`src/mac_pkg.sv`:
```
// Multiply-accumulate shared definitions
`default_nettype none

package mac_pkg;

    //////////////////////////////
    // Operand and result widths
    //////////////////////////////
    localparam int A_WIDTH     = 25;                      // Signed multiplicand
    localparam int B_WIDTH     = 35;                      // Signed multiplier
    localparam int B_LO_WIDTH  = 17;                      // Unsigned low slice, also the shift
    localparam int B_HI_WIDTH  = B_WIDTH - B_LO_WIDTH;    // Signed high slice
    localparam int PP_LO_WIDTH = A_WIDTH + B_LO_WIDTH;    // a times low slice
    localparam int PP_HI_WIDTH = A_WIDTH + B_HI_WIDTH;    // a times high slice
    localparam int P_WIDTH     = 65;                      // Accumulator, wraps modulo 2^65

    //////////////////////////////
    // Buffering and flow control
    //////////////////////////////
    localparam int IN_DEPTH       = 4;                    // Sample FIFO, producer start credit
    localparam int OUT_DEPTH      = 4;                    // Result FIFO
    localparam int PIPE_LATENCY   = 2;                    // Issue to result push
    localparam int FREE_WIDTH     = $clog2(OUT_DEPTH + 1);
    localparam int INFLIGHT_WIDTH = $clog2(PIPE_LATENCY + 1);
    localparam int CREDIT_WIDTH   = $clog2(OUT_DEPTH + IN_DEPTH + 1);

    // Ceiling of the output credit counter
    localparam logic [CREDIT_WIDTH-1:0] CREDIT_MAX = CREDIT_WIDTH'(OUT_DEPTH + IN_DEPTH);

    //////////////////////////////
    // Payload types
    //////////////////////////////
    typedef struct packed {
        logic [A_WIDTH-1:0] a;                            // Two's complement
        logic [B_WIDTH-1:0] b;                            // Two's complement
        logic [P_WIDTH-1:0] init;                         // Reload value
        logic               reload;                       // Replace accumulator with init
        logic               sub;                          // 1 subtracts the product
    } mac_sample_t;

    typedef logic [P_WIDTH-1:0] mac_result_t;

endpackage

`default_nettype wire
```
`src/mac_top.sv`:
```
// Streaming multiply-accumulate top level
`timescale 1ns/100ps
`default_nettype none

module mac_top
(
    input  logic                        clk,
    input  logic                        rst_async,
    input  logic                        sample_valid_i,
    input  logic [mac_pkg::A_WIDTH-1:0] a_i,
    input  logic [mac_pkg::B_WIDTH-1:0] b_i,
    input  logic [mac_pkg::P_WIDTH-1:0] init_i,
    input  logic                        reload_i,
    input  logic                        sub_i,
    output logic                        credit_o,
    input  logic                        credit_i,
    output logic                        result_valid_o,
    output mac_pkg::mac_result_t        result_o
);

    mac_pkg::mac_sample_t                   sample_in;
    mac_pkg::mac_sample_t                   sample_head;
    logic                                   sample_ready;
    logic                                   issue;
    logic                                   pp_valid;
    logic signed [mac_pkg::PP_LO_WIDTH-1:0] pp_lo;
    logic signed [mac_pkg::PP_HI_WIDTH-1:0] pp_hi;
    logic                                   pp_reload;
    logic                                   pp_sub;
    logic        [mac_pkg::P_WIDTH-1:0]     pp_init;
    logic                                   acc_valid;
    mac_pkg::mac_result_t                   acc;
    logic                                   result_ready;
    logic                                   result_pop;
    logic        [mac_pkg::FREE_WIDTH-1:0]  result_free;

    assign sample_in.a      = a_i;
    assign sample_in.b      = b_i;
    assign sample_in.init   = init_i;
    assign sample_in.reload = reload_i;
    assign sample_in.sub    = sub_i;

    //////////////////////////////
    // Input buffer
    //////////////////////////////
    credit_fifo #(
        .payload_t   (mac_pkg::mac_sample_t),
        .DEPTH       (mac_pkg::IN_DEPTH)
    ) sample_fifo_i (
        .clk         (clk),
        .rst_async   (rst_async),
        .push_i      (sample_valid_i),                    // Producer holds a credit
        .push_data_i (sample_in),
        .pop_i       (issue),
        .pop_data_o  (sample_head),
        .not_empty_o (sample_ready),
        .free_o      ()
    );

    //////////////////////////////
    // Datapath
    //////////////////////////////
    partial_product_stage pp_stage_i (
        .clk        (clk),
        .rst_async  (rst_async),
        .issue_i    (issue),
        .sample_i   (sample_head),
        .pp_valid_o (pp_valid),
        .pp_lo_o    (pp_lo),
        .pp_hi_o    (pp_hi),
        .reload_o   (pp_reload),
        .sub_o      (pp_sub),
        .init_o     (pp_init)
    );

    mac_accumulator accumulator_i (
        .clk         (clk),
        .rst_async   (rst_async),
        .pp_valid_i  (pp_valid),
        .pp_lo_i     (pp_lo),
        .pp_hi_i     (pp_hi),
        .reload_i    (pp_reload),
        .sub_i       (pp_sub),
        .init_i      (pp_init),
        .acc_valid_o (acc_valid),
        .acc_o       (acc)
    );

    //////////////////////////////
    // Output buffer and control
    //////////////////////////////
    credit_fifo #(
        .payload_t   (mac_pkg::mac_result_t),
        .DEPTH       (mac_pkg::OUT_DEPTH),
        .CNT_WIDTH   (mac_pkg::FREE_WIDTH)
    ) result_fifo_i (
        .clk         (clk),
        .rst_async   (rst_async),
        .push_i      (acc_valid),
        .push_data_i (acc),
        .pop_i       (result_pop),
        .pop_data_o  (result_o),                          // Registered head entry
        .not_empty_o (result_ready),
        .free_o      (result_free)
    );

    mac_flow_ctrl flow_ctrl_i (
        .clk            (clk),
        .rst_async      (rst_async),
        .sample_ready_i (sample_ready),
        .result_free_i  (result_free),
        .result_ready_i (result_ready),
        .credit_i       (credit_i),
        .issue_o        (issue),
        .result_pop_o   (result_pop),
        .credit_o       (credit_o),
        .result_valid_o (result_valid_o)
    );

endmodule

`default_nettype wire

```
`src/mac_flow_ctrl.sv`:
```
// Credit flow control
`timescale 1ns/100ps
`default_nettype none

module mac_flow_ctrl
(
    input  logic                           clk,
    input  logic                           rst_async,
    input  logic                           sample_ready_i,
    input  logic [mac_pkg::FREE_WIDTH-1:0] result_free_i,
    input  logic                           result_ready_i,
    input  logic                           credit_i,
    output logic                           issue_o,
    output logic                           result_pop_o,
    output logic                           credit_o,
    output logic                           result_valid_o
);

    logic [mac_pkg::PIPE_LATENCY-1:0]   issue_sr;         // Bit 0 is the previous cycle
    logic [mac_pkg::INFLIGHT_WIDTH-1:0] inflight_q;       // Issued, not yet in result FIFO
    logic [mac_pkg::FREE_WIDTH-1:0]     inflight_ext;
    logic [mac_pkg::CREDIT_WIDTH-1:0]   out_credit_q;
    logic                               credit_add;

    //////////////////////////////
    // Issue side
    //////////////////////////////
    assign inflight_ext = {{(mac_pkg::FREE_WIDTH - mac_pkg::INFLIGHT_WIDTH){1'b0}}, inflight_q};

    // Reserve a result slot for every sample still in the pipe
    assign issue_o  = sample_ready_i && (result_free_i > inflight_ext);
    assign credit_o = issue_sr[0];                        // One cycle after the pop

    //////////////////////////////
    // Result side
    //////////////////////////////
    assign result_pop_o   = result_ready_i && (out_credit_q != '0);
    assign result_valid_o = result_pop_o;                 // Head data is valid this cycle
    assign credit_add     = credit_i && ((out_credit_q != mac_pkg::CREDIT_MAX) || result_pop_o);

    always_ff @(posedge clk or posedge rst_async)
    begin
        if (rst_async)
        begin
            issue_sr     <= '0;
            inflight_q   <= '0;
            out_credit_q <= '0;
        end
        else
        begin
            issue_sr <= {issue_sr[mac_pkg::PIPE_LATENCY-2:0], issue_o};

            // Leaves the count when its result is pushed
            case ({issue_o, issue_sr[mac_pkg::PIPE_LATENCY-1]})
                2'b10:   inflight_q <= inflight_q + 1'b1;
                2'b01:   inflight_q <= inflight_q - 1'b1;
                default: inflight_q <= inflight_q;
            endcase

            case ({credit_add, result_pop_o})
                2'b10:   out_credit_q <= out_credit_q + 1'b1;
                2'b01:   out_credit_q <= out_credit_q - 1'b1;
                default: out_credit_q <= out_credit_q;    // Grant and spend cancel
            endcase
        end
    end

endmodule

`default_nettype wire

```
`src/mac_accumulator.sv`:
```
// Product recombination and accumulator
`timescale 1ns/100ps
`default_nettype none

module mac_accumulator
(
    input  logic                                   clk,
    input  logic                                   rst_async,
    input  logic                                   pp_valid_i,
    input  logic signed [mac_pkg::PP_LO_WIDTH-1:0] pp_lo_i,
    input  logic signed [mac_pkg::PP_HI_WIDTH-1:0] pp_hi_i,
    input  logic                                   reload_i,
    input  logic                                   sub_i,
    input  logic        [mac_pkg::P_WIDTH-1:0]     init_i,
    output logic                                   acc_valid_o,
    output mac_pkg::mac_result_t                   acc_o
);

    logic [mac_pkg::P_WIDTH-1:0] lo_ext;
    logic [mac_pkg::P_WIDTH-1:0] hi_ext;
    logic [mac_pkg::P_WIDTH-1:0] product;
    logic [mac_pkg::P_WIDTH-1:0] acc_q;
    logic [mac_pkg::P_WIDTH-1:0] acc_next;

    //////////////////////////////
    // Recombine partial products
    //////////////////////////////
    assign lo_ext = {{(mac_pkg::P_WIDTH - mac_pkg::PP_LO_WIDTH){pp_lo_i[mac_pkg::PP_LO_WIDTH-1]}},
                     pp_lo_i};

    // High product sits 17 bits up
    assign hi_ext = {{(mac_pkg::P_WIDTH - mac_pkg::PP_HI_WIDTH - mac_pkg::B_LO_WIDTH)
                        {pp_hi_i[mac_pkg::PP_HI_WIDTH-1]}},
                     pp_hi_i,
                     {mac_pkg::B_LO_WIDTH{1'b0}}};

    assign product = lo_ext + hi_ext;                     // Full 60-bit a*b, sign extended

    //////////////////////////////
    // Reload or add/sub
    //////////////////////////////
    always_comb
    begin
        if (reload_i)
        begin
            acc_next = init_i;                            // Product ignored
        end
        else if (sub_i)
        begin
            acc_next = acc_q - product;
        end
        else
        begin
            acc_next = acc_q + product;
        end
    end

    always_ff @(posedge clk or posedge rst_async)
    begin
        if (rst_async)
        begin
            acc_q       <= '0;
            acc_valid_o <= 1'b0;
        end
        else
        begin
            if (pp_valid_i)
            begin
                acc_q <= acc_next;                        // Wraps modulo 2^65
            end
            acc_valid_o <= pp_valid_i;                    // Pushes the result FIFO
        end
    end

    assign acc_o = acc_q;

endmodule

`default_nettype wire

```
`src/partial_product_stage.sv`:
```
// Partial product register stage
`timescale 1ns/100ps
`default_nettype none

module partial_product_stage
(
    input  logic                                   clk,
    input  logic                                   rst_async,
    input  logic                                   issue_i,
    input  mac_pkg::mac_sample_t                   sample_i,
    output logic                                   pp_valid_o,
    output logic signed [mac_pkg::PP_LO_WIDTH-1:0] pp_lo_o,
    output logic signed [mac_pkg::PP_HI_WIDTH-1:0] pp_hi_o,
    output logic                                   reload_o,
    output logic                                   sub_o,
    output logic        [mac_pkg::P_WIDTH-1:0]     init_o
);

    logic signed [mac_pkg::A_WIDTH-1:0]     a_s;
    logic signed [mac_pkg::B_LO_WIDTH:0]    b_lo_s;       // Low slice plus a zero sign bit
    logic signed [mac_pkg::B_HI_WIDTH-1:0]  b_hi_s;
    logic signed [mac_pkg::PP_LO_WIDTH-1:0] lo_full;

    //////////////////////////////
    // Slice b and multiply
    //////////////////////////////
    assign a_s    = $signed(sample_i.a);
    assign b_lo_s = $signed({1'b0, sample_i.b[mac_pkg::B_LO_WIDTH-1:0]});
    assign b_hi_s = $signed(sample_i.b[mac_pkg::B_WIDTH-1:mac_pkg::B_LO_WIDTH]);

    // a times an unsigned 17-bit value always fits in 42 signed bits
    assign lo_full = a_s * b_lo_s;

    // Products and the sample's control fields move together
    always_ff @(posedge clk)
    begin
        if (issue_i)
        begin
            pp_lo_o  <= lo_full;
            pp_hi_o  <= a_s * b_hi_s;                     // Weight 2^17 applied later
            reload_o <= sample_i.reload;
            sub_o    <= sample_i.sub;
            init_o   <= sample_i.init;
        end
    end

    always_ff @(posedge clk or posedge rst_async)
    begin
        if (rst_async)
        begin
            pp_valid_o <= 1'b0;
        end
        else
        begin
            pp_valid_o <= issue_i;                        // One cycle after issue
        end
    end

endmodule

`default_nettype wire

```
`src/credit_fifo.sv`:
```
// Small synchronous FIFO
`timescale 1ns/100ps
`default_nettype none

module credit_fifo
#(
    parameter type payload_t = logic,
    parameter int  DEPTH     = 4,
    parameter int  PTR_WIDTH = $clog2(DEPTH),
    parameter int  CNT_WIDTH = $clog2(DEPTH + 1)
)
(
    input  logic                 clk,
    input  logic                 rst_async,
    input  logic                 push_i,
    input  payload_t             push_data_i,
    input  logic                 pop_i,
    output payload_t             pop_data_o,
    output logic                 not_empty_o,
    output logic [CNT_WIDTH-1:0] free_o
);

    payload_t               mem [DEPTH];
    logic   [PTR_WIDTH-1:0] wr_ptr;
    logic   [PTR_WIDTH-1:0] rd_ptr;
    logic   [CNT_WIDTH-1:0] count_q;                      // Entries held

    assign pop_data_o  = mem[rd_ptr];                     // Head visible before pop
    assign not_empty_o = (count_q != '0);
    assign free_o      = CNT_WIDTH'(DEPTH) - count_q;

    //////////////////////////////
    // Storage
    //////////////////////////////
    always_ff @(posedge clk)
    begin
        if (push_i)
        begin
            mem[wr_ptr] <= push_data_i;
        end
    end

    //////////////////////////////
    // Pointers and occupancy
    //////////////////////////////
    always_ff @(posedge clk or posedge rst_async)
    begin
        if (rst_async)
        begin
            wr_ptr  <= '0;
            rd_ptr  <= '0;
            count_q <= '0;
        end
        else
        begin
            if (push_i)
            begin
                wr_ptr <= (wr_ptr == PTR_WIDTH'(DEPTH - 1)) ? '0 : wr_ptr + 1'b1;
            end
            if (pop_i)
            begin
                rd_ptr <= (rd_ptr == PTR_WIDTH'(DEPTH - 1)) ? '0 : rd_ptr + 1'b1;
            end
            case ({push_i, pop_i})
                2'b10:   count_q <= count_q + 1'b1;
                2'b01:   count_q <= count_q - 1'b1;
                default: count_q <= count_q;              // Idle or both at once
            endcase
        end
    end

endmodule

`default_nettype wire

```
`config.mk`:
```
export PLATFORM = sky130hd
export DESIGN_NAME = mac_top
export DESIGN_NICKNAME = d
export VERILOG_FILES = /design/src/mac_pkg.sv /design/src/mac_top.sv /design/src/mac_flow_ctrl.sv /design/src/mac_accumulator.sv /design/src/partial_product_stage.sv /design/src/credit_fifo.sv
export SDC_FILE = /design/constraint.sdc
export NUM_CORES = 2
export LEC_CHECK = 0
export BUFFER_PORTS_ARGS = -buffer_cell sky130_fd_sc_hd__buf_4
export CAP_MARGIN = 20
export CORE_UTILIZATION = 43
export CTS_CLUSTER_DIAMETER = 200
export DETAILED_ROUTE_END_ITERATION = 16
export GPL_ROUTABILITY_DRIVEN = 0
export GPL_TIMING_DRIVEN = 0
export PLACE_DENSITY_LB_ADDON = 0.1
export SLEW_MARGIN = 10
export SYNTH_ARGS = -nofsm -noshare
export SYNTH_HDL_FRONTEND = slang
export SYNTH_SLANG_ARGS = --single-unit
```
`constraint.sdc`:
```
create_clock -name clk -period 13.3 [get_ports clk]
set_input_delay 1.995 -clock clk [delete_from_list [all_inputs] [get_ports clk]]
set_output_delay 1.995 -clock clk [all_outputs]
set_load 0.1 [all_outputs]
```
==> run metrics <==
Post-Synth Simple-Gate Area 0.0883; mux share of post-synthesis cell area 0.0617; Fin Setup TNS 0 ns; count leader, synth inv_1; Synth area leaders edfxtp_1, fa_1, ha_1; Yosys reg bits 1007; row count 151; ys flop type edfxtp_1; met1 Use GR 0.313; layout net count 7901; Clock Latency Late Sink 0.78 ns; met2 Track Usage GR 0.406; worst reg2reg path depth 34; f_max 84.0 MHz; Avg Synthesized Cell Area 11.9 um^2; post-synthesis xor/xnor area fraction 0.0286; Top Ports 198; status finished, final reports clean; number of fillers in the final layout 15400; Overflow after GRT 0; CP Data Arrival Time 12.44 ns; Worst path max stage delay 0.87 ns; clock slew at reported path FFs 0.06 ns; WL/cell 22.9 um; Setup crit end pp_stage_i.pp_hi_o[39]; Hold Path Class flop to flop; Die Y 417 um; DRT antenna net count 0; Synth Area in Adders 0.288; Vias/cell 5.21; Period minus WS final 11.90 ns; Final Cycle Share 0.895; Reg2Reg Setup Slack 1.40 ns; crit path kind flop to flop; Synth Area in Compound Gates 0.0638; first-pass GRT wire length 309000 um; worst-path maximum fanout 10; met3 Use GR 0.0340; Initial Util 0.435; vias after detailed routing 46700; Inserted Clock Buffers 107; library cells used by synthesis 90; register area share after synthesis 0.403; Worst path slowest cell buf_1; FFs w/ async S/R, synth 0.0864; worst r2r dst pp_stage_i.pp_hi_o[39]; number of synthesized flops with an enable pin 920; CP Capture Type flop; Clock Path Buffers 3; worst slew pin tran 1.21 ns; DRC viols 0; hold buffer count at CTS 0; CTS tree built; vias in the first global route 49400; CTS H-tree lvls 3; total die area 0.174 mm^2; hold path cells 1; Clock Skew 0.0802 ns; 1st-iter DRT viols 3004; syn_nets 7559; drt first pass iters 7; final hold vios 0; antenna violations before repair 15; Post-Syn Instances 6236; PortBufs 197; endpoints failing setup 0; Die X 417 um; final WL 205000 um; post-synth top area cell edfxtp_1; largest net degree at the start of global routing 70; core area 0.170 mm^2; Reg2Reg Launch Point sample_fifo_i.rd_ptr[0]; Max Cap Violations 0; Max-slew headroom 0.182; synthesized cell area 0.0740 mm^2; element type at the critical path start flop; largest family of logic cells by synthesized area adder cells; Setup Buffers After CTS 0; WP data required 13.84 ns; Syn. warnings 0; commonest cells in the netlist inv_1, edfxtp_1, fa_1; RSZ-0062 raised after global routing false; final count of pins violating max slew 0; crit path launch sample_fifo_i.rd_ptr[0]; Tot GR Track Use 0.241; area grow syn2layout 11.6%; grt peak-use layer met2; Resize count post-CTS 0; post-DP HPWL 165000 um; multi-input logic area 0.0394 mm^2; sequential standard cell area 0.0298 mm^2; Clock Tree Root clkbuf_16; layout cells sized above 1 0.100; clk sinks 1007; share of the synthesized area in the top cell type 0.373
-- how the worst min path moves through the flow --
stage / startpoint / endpoint / slack (ns)
finish: sample_fifo_i.count_q[2] / sample_fifo_i.count_q[2] / 0.47
global route: result_fifo_i.count_q[0] / result_fifo_i.count_q[0] / 0.50
CTS: sample_fifo_i.count_q[2] / sample_fifo_i.count_q[2] / 0.47
detailed placement: sample_fifo_i.count_q[2] / sample_fifo_i.count_q[2] / 0.46
global placement: sample_fifo_i.count_q[2] / sample_fifo_i.count_q[2] / 0.46
floorplan: sample_fifo_i.count_q[2] / sample_fifo_i.count_q[2] / 0.44
-- sequential cells by signal (all words and copies together), names as in the netlist --
name	cells
pp_stage_i.sub_o	1
result_fifo_i.count_q	3
sample_fifo_i.mem	508
accumulator_i.acc_valid_o	1
pp_stage_i.pp_lo_o	42
flow_ctrl_i.out_credit_q	4
pp_stage_i.init_o	65
pp_stage_i.reload_o	1
sample_fifo_i.wr_ptr	2
sample_fifo_i.count_q	3
sample_fifo_i.rd_ptr	2
result_fifo_i.wr_ptr	2
result_fifo_i.rd_ptr	2
result_fifo_i.mem	260
accumulator_i.acc_o	65
flow_ctrl_i.inflight_q	2
flow_ctrl_i.issue_sr	1
pp_stage_i.pp_hi_o	43
-- kinds of logic after synthesis --
| group | Yosys count |
|---|---|
| flops | 1007 |
| simple gates | 1478 |
| fa+ha+maj | 1192 |
| buf+inv | 1316 |
| mux | 251 |
| xor+xnor | 242 |
| compound gates | 750 |
-- stage by stage --
step	cell area (um^2)	utilization	hold slack (ns)	setup WS, ns	cells
3_3_place_gp	78400	0.461	0.458	-1.68	8728
3_5_place_dp	79200	0.465	0.460	1.34	8762
2_1_floorplan	74000	-	0.443	2.62	6236
5_1_grt	82700	0.486	0.499	0.823	8962
4_1_cts	82600	0.485	0.474	1.36	8960
6_report	82700	0.486	0.473	1.40	8966
-- critical path: cells and delay by family, from the launching register on --
family	cells	cell delay (ns)
simple gates	5	1.34
flops	1	0.53
compound gates	11	3.02
buf+inv	8	3.28
mux	1	0.17
xor+xnor	1	0.34
fa+ha+maj	8	2.97
-- final cells by class --
| type | count | share of cell area |
|---|---|---|
| plain buffers | 246 | 0.0113 |
| clock inverters | 64 | 0.00742 |
| diodes | 4 | 0.000121 |
| clock buffers | 134 | 0.0345 |
| repair buffers | 233 | 0.0264 |
| inverters | 1070 | 0.0486 |
| flip-flops and latches | 1007 | 0.361 |
| well taps | 2295 | 0.0347 |
| multi-input cells | 3913 | 0.476 |
-- layout by cell type (no fill, tap or decap), drive strengths merged, types with 29 or more instances in the layout --
cell type  instances
xor2              77
o21a              50
fa               857
buf              272
a31oi             31
nand3             32
xnor2            165
a21oi            288
nor2             446
clkbuf           341
clkinv            45
dfrtp             87
nand2b            29
and2             121
nor2b             31
nand2            667
nor3              34
ha               335
inv             1076
mux4             160
mux2              41
a21o             105
edfxtp           920
mux2i             50
o21ai            134
-- per-layer routing --
layer	wire length, um	part of all wire
met5	55	0.00027
met4	8830	0.043
met2	99100	0.48
met1	85700	0.42
met3	11400	0.055
Power is left out: the tool's default activity adds up to more than one toggle a clock period on the data nets, which glitch-free logic cannot reach.
